## src/source/feeder_defines.svh

```systemverilog
`ifndef FEEDER_DEFINES_SVH
`define FEEDER_DEFINES_SVH

// datapath widths
`define XLEN                 32
`define DATA_WIDTH           16
`define ADDR_BITS            15
`define CMD_WIDTH            8

// dram line geometry
`define LINE_BITS            512
`define HALF_BITS            256
`define LINE_BYTES           64
`define ELEMS_PER_LINE       32

// host register map, word addresses
`define REG_START            32'hC400_2000
`define REG_READ_ADDR        32'hC400_2004
`define REG_READ_LEN         32'hC400_2008
`define REG_LOAD_MODE        32'hC400_200C
`define REG_DATA_TYPE        32'hC400_2010
`define REG_SRAM_OFFSET      32'hC400_2014
`define REG_INPUT_LENGTH     32'hC400_2018
`define REG_INPUT_HEIGHT     32'hC400_201C
`define REG_PADDING          32'hC400_2020
`define REG_BOUNDARY_PADDING 32'hC400_2024
`define REG_BUSY             32'hC400_2028
`define REG_PEEK_DATA        32'hC400_202C

`endif

```

## src/source/feeder_bus_pkg.sv

```systemverilog
`include "feeder_defines.svh"

package feeder_bus_pkg;

    // one word on the host register bus
    typedef logic [`XLEN-1:0] bus_word_t;

    // byte address into dram
    typedef logic [31:0] dram_addr_t;

    // a dram line comes back as two halves
    typedef logic [`HALF_BITS-1:0] line_half_t;

endpackage

```

## src/source/feeder_cmd_pkg.sv

```systemverilog
`include "feeder_defines.svh"

package feeder_cmd_pkg;

    typedef logic [`DATA_WIDTH-1:0] elem_t;

    // sram index, also used for element counts
    typedef logic [`ADDR_BITS-1:0] sram_idx_t;

    typedef enum logic {
        DT_INPUT  = 1'b0,
        DT_WEIGHT = 1'b1
    } data_type_e;

    // accelerator write opcodes
    typedef enum logic [`CMD_WIDTH-1:0] {
        CMD_WRITE_INPUT  = 8'd9,
        CMD_WRITE_WEIGHT = 8'd10
    } opcode_e;

    typedef enum logic [1:0] {
        REQ_IDLE,
        REQ_WAIT,
        REQ_SEND
    } req_state_e;

    typedef enum logic [2:0] {
        UNP_IDLE,
        UNP_WAIT,
        UNP_WRITE,
        UNP_NEXT,
        UNP_PEEK
    } unpack_state_e;

endpackage

```

## src/source/data_feeder_top.sv

```systemverilog
`include "feeder_defines.svh"

module data_feeder_top (
    input  logic                       clk_i,
    input  logic                       rst_i,
    input  logic                       bus_strobe_i,
    input  feeder_bus_pkg::dram_addr_t bus_addr_i,
    input  logic                       bus_rw_i,
    input  feeder_bus_pkg::bus_word_t  bus_wdata_i,
    output logic                       bus_ready_o,
    output feeder_bus_pkg::bus_word_t  bus_rdata_o,
    input  logic                       fifo_addr_full_i,
    output logic                       dram_addr_valid_o,
    output feeder_bus_pkg::dram_addr_t dram_addr_o,
    input  logic                       fifo_data_empty_i,
    input  feeder_bus_pkg::line_half_t dram_rdata_h_i,
    input  feeder_bus_pkg::line_half_t dram_rdata_l_i,
    output logic                       fifo_data_rd_en_o,
    output logic                       cmd_valid_o,
    output feeder_cmd_pkg::opcode_e    cmd_o,
    output feeder_cmd_pkg::elem_t      cmd_data_o,
    output feeder_cmd_pkg::sram_idx_t  cmd_index_o
);
    import feeder_bus_pkg::*;
    import feeder_cmd_pkg::*;

    logic       start;
    logic       peek_mode;
    logic       sram_base_load;
    logic       req_busy;
    logic       unpack_busy;
    logic       elem_valid;
    dram_addr_t read_addr;
    sram_idx_t  read_len;
    sram_idx_t  sram_base;
    sram_idx_t  input_length;
    sram_idx_t  input_height;
    sram_idx_t  padding;
    sram_idx_t  boundary_padding;
    data_type_e data_type;
    elem_t      elem_data;
    elem_t      peek_data;

    // ##################################################################
    // host registers
    // ##################################################################
    feeder_regs u_regs (
        .clk_i              (clk_i),
        .rst_i              (rst_i),
        .bus_strobe_i       (bus_strobe_i),
        .bus_addr_i         (bus_addr_i),
        .bus_rw_i           (bus_rw_i),
        .bus_wdata_i        (bus_wdata_i),
        .busy_i             (req_busy || unpack_busy),
        .peek_data_i        (peek_data),
        .bus_ready_o        (bus_ready_o),
        .bus_rdata_o        (bus_rdata_o),
        .start_o            (start),
        .read_addr_o        (read_addr),
        .read_len_o         (read_len),
        .peek_mode_o        (peek_mode),
        .data_type_o        (data_type),
        .sram_base_o        (sram_base),
        .sram_base_load_o   (sram_base_load),
        .input_length_o     (input_length),
        .input_height_o     (input_height),
        .padding_o          (padding),
        .boundary_padding_o (boundary_padding)
    );

    // ##################################################################
    // dram side: requests out, lines back
    // ##################################################################
    read_request_gen u_req (
        .clk_i             (clk_i),
        .rst_i             (rst_i),
        .start_i           (start),
        .read_addr_i       (read_addr),
        .read_len_i        (read_len),
        .fifo_addr_full_i  (fifo_addr_full_i),
        .dram_addr_valid_o (dram_addr_valid_o),
        .dram_addr_o       (dram_addr_o),
        .busy_o            (req_busy)
    );

    line_unpacker u_unpack (
        .clk_i             (clk_i),
        .rst_i             (rst_i),
        .start_i           (start),
        .peek_mode_i       (peek_mode),
        .read_addr_i       (read_addr),
        .read_len_i        (read_len),
        .fifo_data_empty_i (fifo_data_empty_i),
        .dram_rdata_h_i    (dram_rdata_h_i),
        .dram_rdata_l_i    (dram_rdata_l_i),
        .fifo_data_rd_en_o (fifo_data_rd_en_o),
        .elem_valid_o      (elem_valid),
        .elem_data_o       (elem_data),
        .peek_data_o       (peek_data),
        .busy_o            (unpack_busy)
    );

    // ##################################################################
    // accelerator command stream
    // ##################################################################
    sram_cmd_issuer u_issue (
        .clk_i              (clk_i),
        .rst_i              (rst_i),
        .start_i            (start),
        .elem_valid_i       (elem_valid),
        .elem_data_i        (elem_data),
        .data_type_i        (data_type),
        .sram_base_i        (sram_base),
        .sram_base_load_i   (sram_base_load),
        .input_length_i     (input_length),
        .input_height_i     (input_height),
        .padding_i          (padding),
        .boundary_padding_i (boundary_padding),
        .cmd_valid_o        (cmd_valid_o),
        .cmd_o              (cmd_o),
        .cmd_data_o         (cmd_data_o),
        .cmd_index_o        (cmd_index_o)
    );

endmodule

```

## src/source/feeder_regs.sv

```systemverilog
`include "feeder_defines.svh"

module feeder_regs (
    input  logic                       clk_i,
    input  logic                       rst_i,
    input  logic                       bus_strobe_i,
    input  feeder_bus_pkg::dram_addr_t bus_addr_i,
    input  logic                       bus_rw_i,
    input  feeder_bus_pkg::bus_word_t  bus_wdata_i,
    input  logic                       busy_i,
    input  feeder_cmd_pkg::elem_t      peek_data_i,
    output logic                       bus_ready_o,
    output feeder_bus_pkg::bus_word_t  bus_rdata_o,
    output logic                       start_o,
    output feeder_bus_pkg::dram_addr_t read_addr_o,
    output feeder_cmd_pkg::sram_idx_t  read_len_o,
    output logic                       peek_mode_o,
    output feeder_cmd_pkg::data_type_e data_type_o,
    output feeder_cmd_pkg::sram_idx_t  sram_base_o,
    output logic                       sram_base_load_o,
    output feeder_cmd_pkg::sram_idx_t  input_length_o,
    output feeder_cmd_pkg::sram_idx_t  input_height_o,
    output feeder_cmd_pkg::sram_idx_t  padding_o,
    output feeder_cmd_pkg::sram_idx_t  boundary_padding_o
);
    import feeder_bus_pkg::*;
    import feeder_cmd_pkg::*;

    logic      wr_en;
    sram_idx_t wdata_idx;

    assign wr_en     = bus_strobe_i && bus_rw_i;
    assign wdata_idx = bus_wdata_i[`ADDR_BITS-1:0];

    // ready answers every strobe one cycle later
    always_ff @(posedge clk_i) begin
        if (rst_i) begin
            bus_ready_o      <= 1'b0;
            start_o          <= 1'b0;
            sram_base_load_o <= 1'b0;
        end else begin
            bus_ready_o      <= bus_strobe_i;
            start_o          <= wr_en && (bus_addr_i == `REG_START);
            sram_base_load_o <= wr_en && (bus_addr_i == `REG_SRAM_OFFSET);
        end
    end

    always_ff @(posedge clk_i) begin
        if (rst_i) begin
            read_addr_o        <= '0;
            read_len_o         <= '0;
            peek_mode_o        <= 1'b0;
            data_type_o        <= DT_INPUT;
            sram_base_o        <= '0;
            input_length_o     <= '0;
            input_height_o     <= '0;
            padding_o          <= '0;
            boundary_padding_o <= '0;
        end else if (wr_en) begin
            case (bus_addr_i)
                `REG_READ_ADDR:        read_addr_o        <= bus_wdata_i;
                `REG_READ_LEN:         read_len_o         <= wdata_idx;
                `REG_LOAD_MODE:        peek_mode_o        <= bus_wdata_i[0];
                `REG_DATA_TYPE:        data_type_o        <= data_type_e'(bus_wdata_i[0]);
                `REG_SRAM_OFFSET:      sram_base_o        <= wdata_idx;
                `REG_INPUT_LENGTH:     input_length_o     <= wdata_idx;
                `REG_INPUT_HEIGHT:     input_height_o     <= wdata_idx;
                `REG_PADDING:          padding_o          <= wdata_idx;
                `REG_BOUNDARY_PADDING: boundary_padding_o <= wdata_idx;
                default: ;
            endcase
        end
    end

    // read-back mux, zero for anything not readable
    always_ff @(posedge clk_i) begin
        if (rst_i) begin
            bus_rdata_o <= '0;
        end else if (bus_strobe_i && !bus_rw_i) begin
            case (bus_addr_i)
                `REG_BUSY:      bus_rdata_o <= bus_word_t'(busy_i);
                `REG_PEEK_DATA: bus_rdata_o <= bus_word_t'(peek_data_i);
                default:        bus_rdata_o <= '0;
            endcase
        end
    end

endmodule

```

## src/source/line_unpacker.sv

```systemverilog
`include "feeder_defines.svh"

module line_unpacker (
    input  logic                       clk_i,
    input  logic                       rst_i,
    input  logic                       start_i,
    input  logic                       peek_mode_i,
    input  feeder_bus_pkg::dram_addr_t read_addr_i,
    input  feeder_cmd_pkg::sram_idx_t  read_len_i,
    input  logic                       fifo_data_empty_i,
    input  feeder_bus_pkg::line_half_t dram_rdata_h_i,
    input  feeder_bus_pkg::line_half_t dram_rdata_l_i,
    output logic                       fifo_data_rd_en_o,
    output logic                       elem_valid_o,
    output feeder_cmd_pkg::elem_t      elem_data_o,
    output feeder_cmd_pkg::elem_t      peek_data_o,
    output logic                       busy_o
);
    import feeder_bus_pkg::*;
    import feeder_cmd_pkg::*;

    unpack_state_e         state_q;
    unpack_state_e         state_d;
    line_half_t            line_h_q;
    line_half_t            line_l_q;
    logic [`LINE_BITS-1:0] line_w;
    elem_t                 elems [`ELEMS_PER_LINE];
    dram_addr_t            ptr_q;
    sram_idx_t             sent_q;
    logic [4:0]            elem_idx;
    logic                  line_done;
    logic                  xfer_done;

    assign line_w    = {line_h_q, line_l_q};
    assign elem_idx  = ptr_q[5:1];
    assign line_done = (elem_idx == 5'(`ELEMS_PER_LINE - 1));
    assign xfer_done = (sent_q + sram_idx_t'(1) == read_len_i);

    // word k from the top of a half holds element 2k low, 2k+1 high
    always_comb begin
        for (int k = 0; k < `ELEMS_PER_LINE / 4; k++) begin
            {elems[2*k+1], elems[2*k]}   = line_w[`HALF_BITS-1-32*k -: 32];
            {elems[2*k+17], elems[2*k+16]} = line_w[`LINE_BITS-1-32*k -: 32];
        end
    end

    always_comb begin
        state_d = state_q;
        case (state_q)
            UNP_IDLE:
                if (start_i) state_d = UNP_WAIT;
            UNP_WAIT:
                if (!fifo_data_empty_i) state_d = peek_mode_i ? UNP_PEEK : UNP_WRITE;
            UNP_WRITE:
                if (line_done || xfer_done) state_d = UNP_NEXT;
            UNP_NEXT:
                state_d = (sent_q == read_len_i) ? UNP_IDLE : UNP_WAIT;
            default:
                state_d = UNP_IDLE;
        endcase
    end

    // head of the data fifo, held while it has a line
    always_ff @(posedge clk_i) begin
        if (!fifo_data_empty_i) begin
            line_h_q <= dram_rdata_h_i;
            line_l_q <= dram_rdata_l_i;
        end
    end

    always_ff @(posedge clk_i) begin
        if (rst_i) begin
            state_q     <= UNP_IDLE;
            ptr_q       <= '0;
            sent_q      <= '0;
            peek_data_o <= '0;
        end else begin
            state_q <= state_d;
            if (state_q == UNP_IDLE && start_i) begin
                ptr_q  <= read_addr_i;
                sent_q <= '0;
            end else if (state_q == UNP_WRITE) begin
                ptr_q  <= ptr_q + dram_addr_t'(2);
                sent_q <= sent_q + sram_idx_t'(1);
            end
            if (state_q == UNP_PEEK) begin
                peek_data_o <= elems[elem_idx];
            end
        end
    end

    // peek pops its line just like a finished feed line
    assign fifo_data_rd_en_o = (state_q == UNP_NEXT) || (state_q == UNP_PEEK);
    assign elem_valid_o      = (state_q == UNP_WRITE);
    assign elem_data_o       = elems[elem_idx];
    assign busy_o            = (state_q != UNP_IDLE);

endmodule

```

## src/source/read_request_gen.sv

```systemverilog
`include "feeder_defines.svh"

module read_request_gen (
    input  logic                       clk_i,
    input  logic                       rst_i,
    input  logic                       start_i,
    input  feeder_bus_pkg::dram_addr_t read_addr_i,
    input  feeder_cmd_pkg::sram_idx_t  read_len_i,
    input  logic                       fifo_addr_full_i,
    output logic                       dram_addr_valid_o,
    output feeder_bus_pkg::dram_addr_t dram_addr_o,
    output logic                       busy_o
);
    import feeder_bus_pkg::*;
    import feeder_cmd_pkg::*;

    req_state_e state_q;
    req_state_e state_d;
    dram_addr_t addr_q;
    sram_idx_t  req_cnt_q;
    logic [6:0] line_gap;
    sram_idx_t  span;
    logic       last_req;

    // bytes up to the next line boundary, two per element
    assign line_gap = 7'(`LINE_BYTES) - {1'b0, addr_q[5:0]};
    assign span     = sram_idx_t'(line_gap[6:1]);
    assign last_req = (req_cnt_q + span) >= read_len_i;

    always_comb begin
        state_d = state_q;
        case (state_q)
            REQ_IDLE:
                if (start_i) state_d = REQ_WAIT;
            REQ_WAIT:
                if (!fifo_addr_full_i) state_d = REQ_SEND;
            REQ_SEND:
                state_d = last_req ? REQ_IDLE : REQ_WAIT;
            default:
                state_d = REQ_IDLE;
        endcase
    end

    always_ff @(posedge clk_i) begin
        if (rst_i) begin
            state_q   <= REQ_IDLE;
            addr_q    <= '0;
            req_cnt_q <= '0;
        end else begin
            state_q <= state_d;
            if (state_q == REQ_IDLE && start_i) begin
                addr_q    <= read_addr_i;
                req_cnt_q <= '0;
            end else if (state_q == REQ_SEND) begin
                addr_q    <= addr_q + dram_addr_t'(line_gap);
                req_cnt_q <= req_cnt_q + span;
            end
        end
    end

    assign dram_addr_valid_o = (state_q == REQ_SEND);
    assign dram_addr_o       = addr_q;
    assign busy_o            = (state_q != REQ_IDLE);

endmodule

```

## src/source/sram_cmd_issuer.sv

```systemverilog
`include "feeder_defines.svh"

module sram_cmd_issuer (
    input  logic                       clk_i,
    input  logic                       rst_i,
    input  logic                       start_i,
    input  logic                       elem_valid_i,
    input  feeder_cmd_pkg::elem_t      elem_data_i,
    input  feeder_cmd_pkg::data_type_e data_type_i,
    input  feeder_cmd_pkg::sram_idx_t  sram_base_i,
    input  logic                       sram_base_load_i,
    input  feeder_cmd_pkg::sram_idx_t  input_length_i,
    input  feeder_cmd_pkg::sram_idx_t  input_height_i,
    input  feeder_cmd_pkg::sram_idx_t  padding_i,
    input  feeder_cmd_pkg::sram_idx_t  boundary_padding_i,
    output logic                       cmd_valid_o,
    output feeder_cmd_pkg::opcode_e    cmd_o,
    output feeder_cmd_pkg::elem_t      cmd_data_o,
    output feeder_cmd_pkg::sram_idx_t  cmd_index_o
);
    import feeder_cmd_pkg::*;

    sram_idx_t offset_q;
    sram_idx_t col_q;
    sram_idx_t row_q;
    logic      is_input;
    logic      col_end;
    logic      row_end;
    logic      last_row;

    assign is_input = (data_type_i == DT_INPUT);
    assign col_end  = (col_q + sram_idx_t'(1) == input_length_i);
    assign row_end  = is_input && col_end;
    assign last_row = row_end && (row_q + sram_idx_t'(1) == input_height_i);

    // position inside the input tile
    always_ff @(posedge clk_i) begin
        if (rst_i || start_i) begin
            col_q <= '0;
            row_q <= '0;
        end else if (elem_valid_i) begin
            col_q <= col_end ? '0 : col_q + sram_idx_t'(1);
            row_q <= col_end ? row_q + sram_idx_t'(1) : row_q;
        end
    end

    // skip the padding columns at each row end, the bottom border after the last row
    always_ff @(posedge clk_i) begin
        if (rst_i) begin
            offset_q <= '0;
        end else if (sram_base_load_i) begin
            offset_q <= sram_base_i;
        end else if (elem_valid_i) begin
            if (last_row) begin
                offset_q <= offset_q + boundary_padding_i + `ADDR_BITS'(1);
            end else if (row_end) begin
                offset_q <= offset_q + {padding_i[`ADDR_BITS-2:0], 1'b1};
            end else begin
                offset_q <= offset_q + `ADDR_BITS'(1);
            end
        end
    end

    always_ff @(posedge clk_i) begin
        if (rst_i) begin
            cmd_valid_o <= 1'b0;
        end else begin
            cmd_valid_o <= elem_valid_i;
        end
    end

    always_ff @(posedge clk_i) begin
        if (elem_valid_i) begin
            if (is_input) begin
                cmd_o <= CMD_WRITE_INPUT;
            end else begin
                cmd_o <= CMD_WRITE_WEIGHT;
            end
            cmd_data_o  <= elem_data_i;
            cmd_index_o <= offset_q;
        end
    end

endmodule

```

## config.mk

```make
export PLATFORM = sky130hd
export DESIGN_NAME = data_feeder_top
export DESIGN_NICKNAME = d
export VERILOG_FILES = /design/src/source/feeder_bus_pkg.sv /design/src/source/feeder_cmd_pkg.sv /design/src/source/data_feeder_top.sv /design/src/source/feeder_regs.sv /design/src/source/line_unpacker.sv /design/src/source/read_request_gen.sv /design/src/source/sram_cmd_issuer.sv
export VERILOG_INCLUDE_DIRS = /design/src /design/src/source
export SDC_FILE = /design/constraint.sdc
export NUM_CORES = 2
export LEC_CHECK = 0
export BUFFER_PORTS_ARGS = -buffer_cell sky130_fd_sc_hd__buf_2
export CAP_MARGIN = 20
export CORE_UTILIZATION = 45
export CTS_BUF_LIST = sky130_fd_sc_hd__clkbuf_4
export DETAILED_ROUTE_END_ITERATION = 10
export GPL_ROUTABILITY_DRIVEN = 0
export PLACE_DENSITY = 0.7
export SYNTH_ARGS = -nofsm -noshare
export SYNTH_HDL_FRONTEND = slang
export SYNTH_SLANG_ARGS = --single-unit
```

## constraint.sdc

```tcl
create_clock -name clk_i -period 12.7 [get_ports clk_i]
set_input_delay 1.27 -clock clk_i [delete_from_list [all_inputs] [get_ports clk_i]]
set_output_delay 1.27 -clock clk_i [all_outputs]
set_load 0.02 [all_outputs]
```

Word-level counts from Yosys, hierarchy flattened
Index checks and enable logic that the tools add are counted.
{ "totals": {"ff_bits": 870, "in_bits": 582, "wordCells": 130} }
{ "op_classes": {"n_addsub": 11, "n_lt_le_gt_ge": 2, "n_eq_ne": 28, "mux": 24, "bitwise": 2, "reduce_logical": 34} }
{ "ops": {"columns": ["operator", "count"], "rows": [
  ["== test 32 bit (second input constant)", 12],
  ["2-to-1 mux 32 bit", 4],
  ["binary-select mux 16 bit (select 5 bit)", 1],
  ["adder 15 x 1 -> 15 bit (second input constant)", 5],
  ["2-to-1 mux 15 bit", 5],
  ["== test 15 bit", 4],
  ["adder 32 x 2 -> 32 bit (second input constant)", 1],
  ["adder 32 x 7 -> 32 bit", 1],
  ["2-to-1 mux 16 bit", 2],
  ["one-hot mux 16 bit (2 select lines)", 1],
  ["adder 15 bit", 2],
  ["AND reduction 2 bit", 11],
  ["adder 15 x 6 -> 15 bit", 1],
  [">= comparator 15 bit", 1],
  ["2-to-1 mux 3 bit", 4],
  ["one-hot mux 3 bit (4 select lines)", 1],
  ["!= test 2 bit (second input constant)", 5],
  ["logical AND 1 bit", 8],
  ["nonzero test 2 bit", 4],
  ["subtractor 7 x 6 -> 7 bit (first input constant)", 1],
  ["== test 3 x 2 -> 1 bit (second input constant)", 2],
  [">= comparator 6 bit (second input constant)", 1],
  ["2-to-1 mux 2 bit", 3],
  ["inverter 5 -> 6 bit", 1],
  ["other kinds (15)", 20]
]} }

Depth between registers and ports, before layout
{ "logic_depth": {"ltp_word": 7, "ltp_mapped": 22} }

By module
A second synthesis with hierarchy kept.
{ "unflattened": {"hier_cells": 2577, "area_unflattened_um2": 36332.3} }
{ "modules_own_cells": {"columns": ["mod", "n_inst", "cells_per_inst", "area_per_inst_um2", "seq_area_each_um2"], "rows": [
  ["line_unpacker", 1, 961, 21408.0, 16155.5],
  ["feeder_regs", 1, 555, 6049.6, 2862.7],
  ["sram_cmd_issuer", 1, 626, 5418.9, 1911.8],
  ["read_request_gen", 1, 434, 3449.6, 980.9],
  ["data_feeder_top", 1, 1, 6.3, 0.0]
]} }

Least setup slack after synthesis
OpenSTA, ideal clock, no wires.
{ "synth_timing": {"path_kind": "in2reg", "start": "input fifo_data_empty_i", "end": "register u_unpack.state_q[1]", "t_arrival_ns": 12.705, "required_ns": 12.622, "path_slack_ns": -0.083, "path_stages": 4, "n_path_buf": 0, "cell_sequence": "inv_1 -> nand2_1 -> o31a_1 -> nor3_1"} }
{ "synth_via": {"elab_chain_cells": 2} }
{ "synth_lines": {"columns": ["item", "line_no", "source"], "rows": [
  ["start: declaration", "data_feeder_top.sv:15", "input logic fifo_data_empty_i,"],
  ["!= test 2 bit (no line)", null, null],
  ["AND reduction 3 bit (no line)", null, null],
  ["end signal: assignment", "line_unpacker.sv:78", "state_q <= state_d;"],
  ["end: declaration", "line_unpacker.sv:22", "unpack_state_e state_q;"]
]} }
No other way between the ends.
A chain may end at the register's enable or synchronous reset.

Worst setup path after layout
{ "layout_timing": {"start": "register u_issue.col_q[3]", "end": "register u_issue.offset_q[13]"} }
{ "layout_via": {"elab_chain_cells": 7} }
{ "layout_lines": {"columns": ["item", "line_no", "source"], "rows": [
  ["start: declaration", "sram_cmd_issuer.sv:24", "sram_idx_t col_q;"],
  ["start signal: assignment", "sram_cmd_issuer.sv:42", "col_q <= col_end ? '0 : col_q + sram_idx_t'(1);"],
  ["adder 15 x 1 -> 15 bit (*)", "sram_cmd_issuer.sv:32", "assign col_end = (col_q + sram_idx_t'(1) == input_length_i);"],
  ["== test 15 bit (*)", "sram_cmd_issuer.sv:32", null],
  ["logical AND 1 bit (*)", "sram_cmd_issuer.sv:33", "assign row_end = is_input && col_end;"],
  ["2-to-1 mux 15 bit or logical AND 1 bit (tied branches)", "sram_cmd_issuer.sv:56, sram_cmd_issuer.sv:34", null],
  ["2-to-1 mux 15 bit (*)", "sram_cmd_issuer.sv:54", "if (last_row) begin"],
  ["2-to-1 mux 15 bit (*)", "sram_cmd_issuer.sv:53", "end else if (elem_valid_i) begin"],
  ["2-to-1 mux 15 bit (*)", "sram_cmd_issuer.sv:51", "end else if (sram_base_load_i) begin"],
  ["end signal: assignment", "sram_cmd_issuer.sv:52", "offset_q <= sram_base_i;"],
  ["end signal: assignment", "sram_cmd_issuer.sv:55", "offset_q <= offset_q + boundary_padding_i + `ADDR_BITS'(1);"],
  ["end signal: assignment", "sram_cmd_issuer.sv:57", "offset_q <= offset_q + {padding_i[`ADDR_BITS-2:0], 1'b1};"],
  ["end: declaration", "sram_cmd_issuer.sv:23", "sram_idx_t offset_q;"]
]} }
Every way passes the cells marked *; elsewhere a longest branch is shown, timed or not. The select of a mux whose other input is x is not followed.

==> qor.csv <==
metric,value,unit
# port buffers,666,
Yosys warnings,0,
most numerous cell in the Yosys netlist,edfxtp_1,
Inst Count DP,4191,
non-filler cells in the finished layout,4598,
gr ovfl total,0,
Int Pwr,4273,µW
CORE AREA,0.07772,mm²
largest area contributor in the netlist,edfxtp_1,
Leak Pwr,0.01633,µW
# setup viols final,0,
CTS tree,yes,
Resized Gates After CTS,0,
DRT Pass-1 Iters,8,
CTS root buffer,clkbuf_4,
critical path arrival,6.23,ns
Site Rows,102,
Sink Count,821,
WS Path Type,flop to flop,
max-slew violations,0,
dominant synthesized flop cell,edfxtp_1,
max_cap viols,0,
required time worst endpoint,13.60,ns
P per Cell Area,132.1,mW/mm²
post-CTS setup buffer count,0,
sequential share of the synthesized area,0.6179,
Initial Utilization,0.4559,
part of the power in the clock network,0.412,
met3 routed WL,8.698,mm
synth-to-layout area growth,20.01,%
Yosys reg bits,821,
Max clock buf depth,3,
setup TNS,0,ns
syn avg cell area,13.61,µm²
Combinational Power Share,0.046,
period utilisation layout,0.4191,
hold buffer count at CTS,0,
endpoints failing hold,0,
DRC viols,0,
Slew @ Worst Pin,1.104,ns
Post-Syn Instances,2604,
vias in the first global route,24140,
initial antenna violation count,52,
total I/O pin count,689,
highest metal used,met5,
Worst-path clk slew,0.07,ns
Clock Latency Late Sink,1.14,ns
mean routed wirelength per cell,23.58,µm
die height,282.6,µm
critical path endpoint category,flop,
sequential power share,0.542,
largest net degree at the start of global routing,189,
status,"complete, no violations",
Synth top cells by count,"edfxtp_1 (545), dfxtp_1 (276), nor2_1 (265), nand2_1 (182), mux4_2 (160)",
Routed Antenna Nets,0,
top cell type's share of synthesized area,0.4619,
met2 wire len,54.28,mm
post-route minimum period,5.322,ns
Via-to-Cell Ratio,5.440,
TritonCTS buffer count,211,
RSZ-0062 raised after global routing,false,
GR Util All Layers,0.2674,
Die X,282.6,µm
Rel. slew slack,0.2638,
post-DP HPWL,78.19,mm
top post-synthesis cells by area,"edfxtp_1 (46%), dfxtp_1 (16%), mux4_2 (10%)",
HP Class,input pin to flop,
worst-path maximum fanout,23,
share of layout cells above drive strength 1,0.3503,
Cell variety after synth,78,
Vias,25010,
Max IR drop VDD,0.0001043,V
Peak Freq,0.1879,GHz
die area,0.07986,mm²
Routed WL,108.4,mm
net total in the final layout,4013,
Sw Pwr,1343,µW
Synth async-reset ratio,0,
CTS H-tree depth,4,
first-pass GRT wire length,152.9,mm
M1 WL,40.51,mm
Starting DRT DRC Count,2126,
synthesized cell area,0.03543,mm²
Post-synth EDFFs,545,
Layout Skew,0.09685,ns
switching share of power,0.2392,
CP startpoint kind,flop,
## through the flow
step	worst slack [ns]	hold WS [ns]	utilization	area (µm²)	total power [µW]
3_3_place_gp	7.487	0.4432	0.5100	39640	3352
6_report	7.378	0.2946	0.5471	42520	5616
3_5_place_dp	7.497	0.4468	0.5100	39640	3359
2_1_floorplan	3.445	0.4269	-	35510	3202
4_1_cts	7.472	0.1874	0.5453	42390	5675
5_1_grt	7.050	0.2278	0.5469	42510	5829
## cells by family (layout without fill, tap and decap cells)
group / after synthesis / count (layout) / synth area share
simple gates: 723 / 723 / 0.09567
other cells: 2 / 54 / 0.0002120
mux: 293 / 293 / 0.1400
buf+inv: 215 / 1117 / 0.02627
compound gates: 339 / 339 / 0.06032
flops: 821 / 821 / 0.6179
fa+ha+maj: 65 / 65 / 0.02359
xor+xnor: 146 / 146 / 0.03609
## power groups by stage
stage / sequential, µW / clock, µW / combinational (µW)
6_report: 3040 / 2320 / 259
4_1_cts: 3040 / 2370 / 261
2_1_floorplan: 3090 / 0 / 110
5_1_grt: 3050 / 2510 / 275
3_5_place_dp: 3100 / 0 / 261
3_3_place_gp: 3090 / 0 / 259
## layout by cell type, fill, tap and decap left out, types with 20 or more instances in the layout
cell	count
and3_1	38
o21ai_0	70
nand2_1	182
mux4_2	160
mux2i_1	113
edfxtp_1	545
buf_2	665
buf_4	22
dfxtp_1	272
diode_2	32
mux2_2	20
conb_1	22
xnor2_1	90
nor2_1	265
inv_1	49
ha_1	62
a21oi_1	128
nand3_1	53
xor2_1	56
nor3_1	45
nand4_1	23
clkinv_1	45
clkbuf_4	306
a22oi_1	21
## state kept, by name, indices dropped and copies added, names as in the netlist, 2 cells and up
signal / cells
u_issue.cmd_data_o: 16
u_issue.cmd_index_o: 15
u_issue.cmd_o: 2
u_issue.col_q: 15
u_issue.offset_q: 15
u_issue.row_q: 15
u_regs.boundary_padding_o: 15
u_regs.bus_rdata_o: 16
u_regs.input_height_o: 15
u_regs.input_length_o: 15
u_regs.padding_o: 14
u_regs.read_addr_o: 32
u_regs.read_len_o: 15
u_regs.sram_base_o: 15
u_req.dram_addr_o: 32
u_req.req_cnt_q: 15
u_req.state_q: 2
u_unpack.line_h_q: 256
u_unpack.line_l_q: 256
u_unpack.peek_data_o: 16
u_unpack.ptr_q: 5
u_unpack.sent_q: 15
u_unpack.state_q: 3
## metal layers
metal  up-vias  GRT usage
li1      11410          -
met4        24     0.1418
met2      1174     0.4437
met3       264    0.06996
met1     12140     0.3190
met5         -          0
## critical path, stage by stage, from the launching register on
cell,delay [ns]
dfxtp_1,0.47
nand4_1,0.50
nor4_1,0.63
xnor2_1,0.18
o2111ai_1,0.21
nor4_4,0.60
buf_4,0.38
and3_1,0.24
ha_1,0.24
a21oi_1,0.18
o211ai_1,0.16
o311ai_0,0.47
nand3_1,0.20
a31o_2,0.28
a21oi_1,0.17
xnor2_1,0.08
mux2i_1,0.12
o22ai_1,0.08
## worst paths after layout
path                         start                      to  slack, ns  cells after the start
max               u_issue.col_q[3]    u_issue.offset_q[13]       7.38                     17
min reg2reg  u_regs.read_addr_o[7]    u_req.dram_addr_o[7]       0.43                      2
max reg2reg       u_issue.col_q[3]    u_issue.offset_q[13]       7.38                     17
min            dram_rdata_h_i[255]  u_unpack.line_h_q[255]       0.29                      1
## cell type report
| cell class | count | area, µm² |
|---|---|---|
| repair buffers | 692 | 3600 |
| inverters | 52 | 198.9 |
| flip-flops and latches | 821 | 21900 |
| fillers | 6511 | 35200 |
| clock inverters | 67 | 451.7 |
| clock buffers | 306 | 2297 |
| well taps | 1040 | 1301 |
| diodes | 32 | 80.08 |
| multi-input cells | 1588 | 12690 |
(Power assumes the default switching activity.)
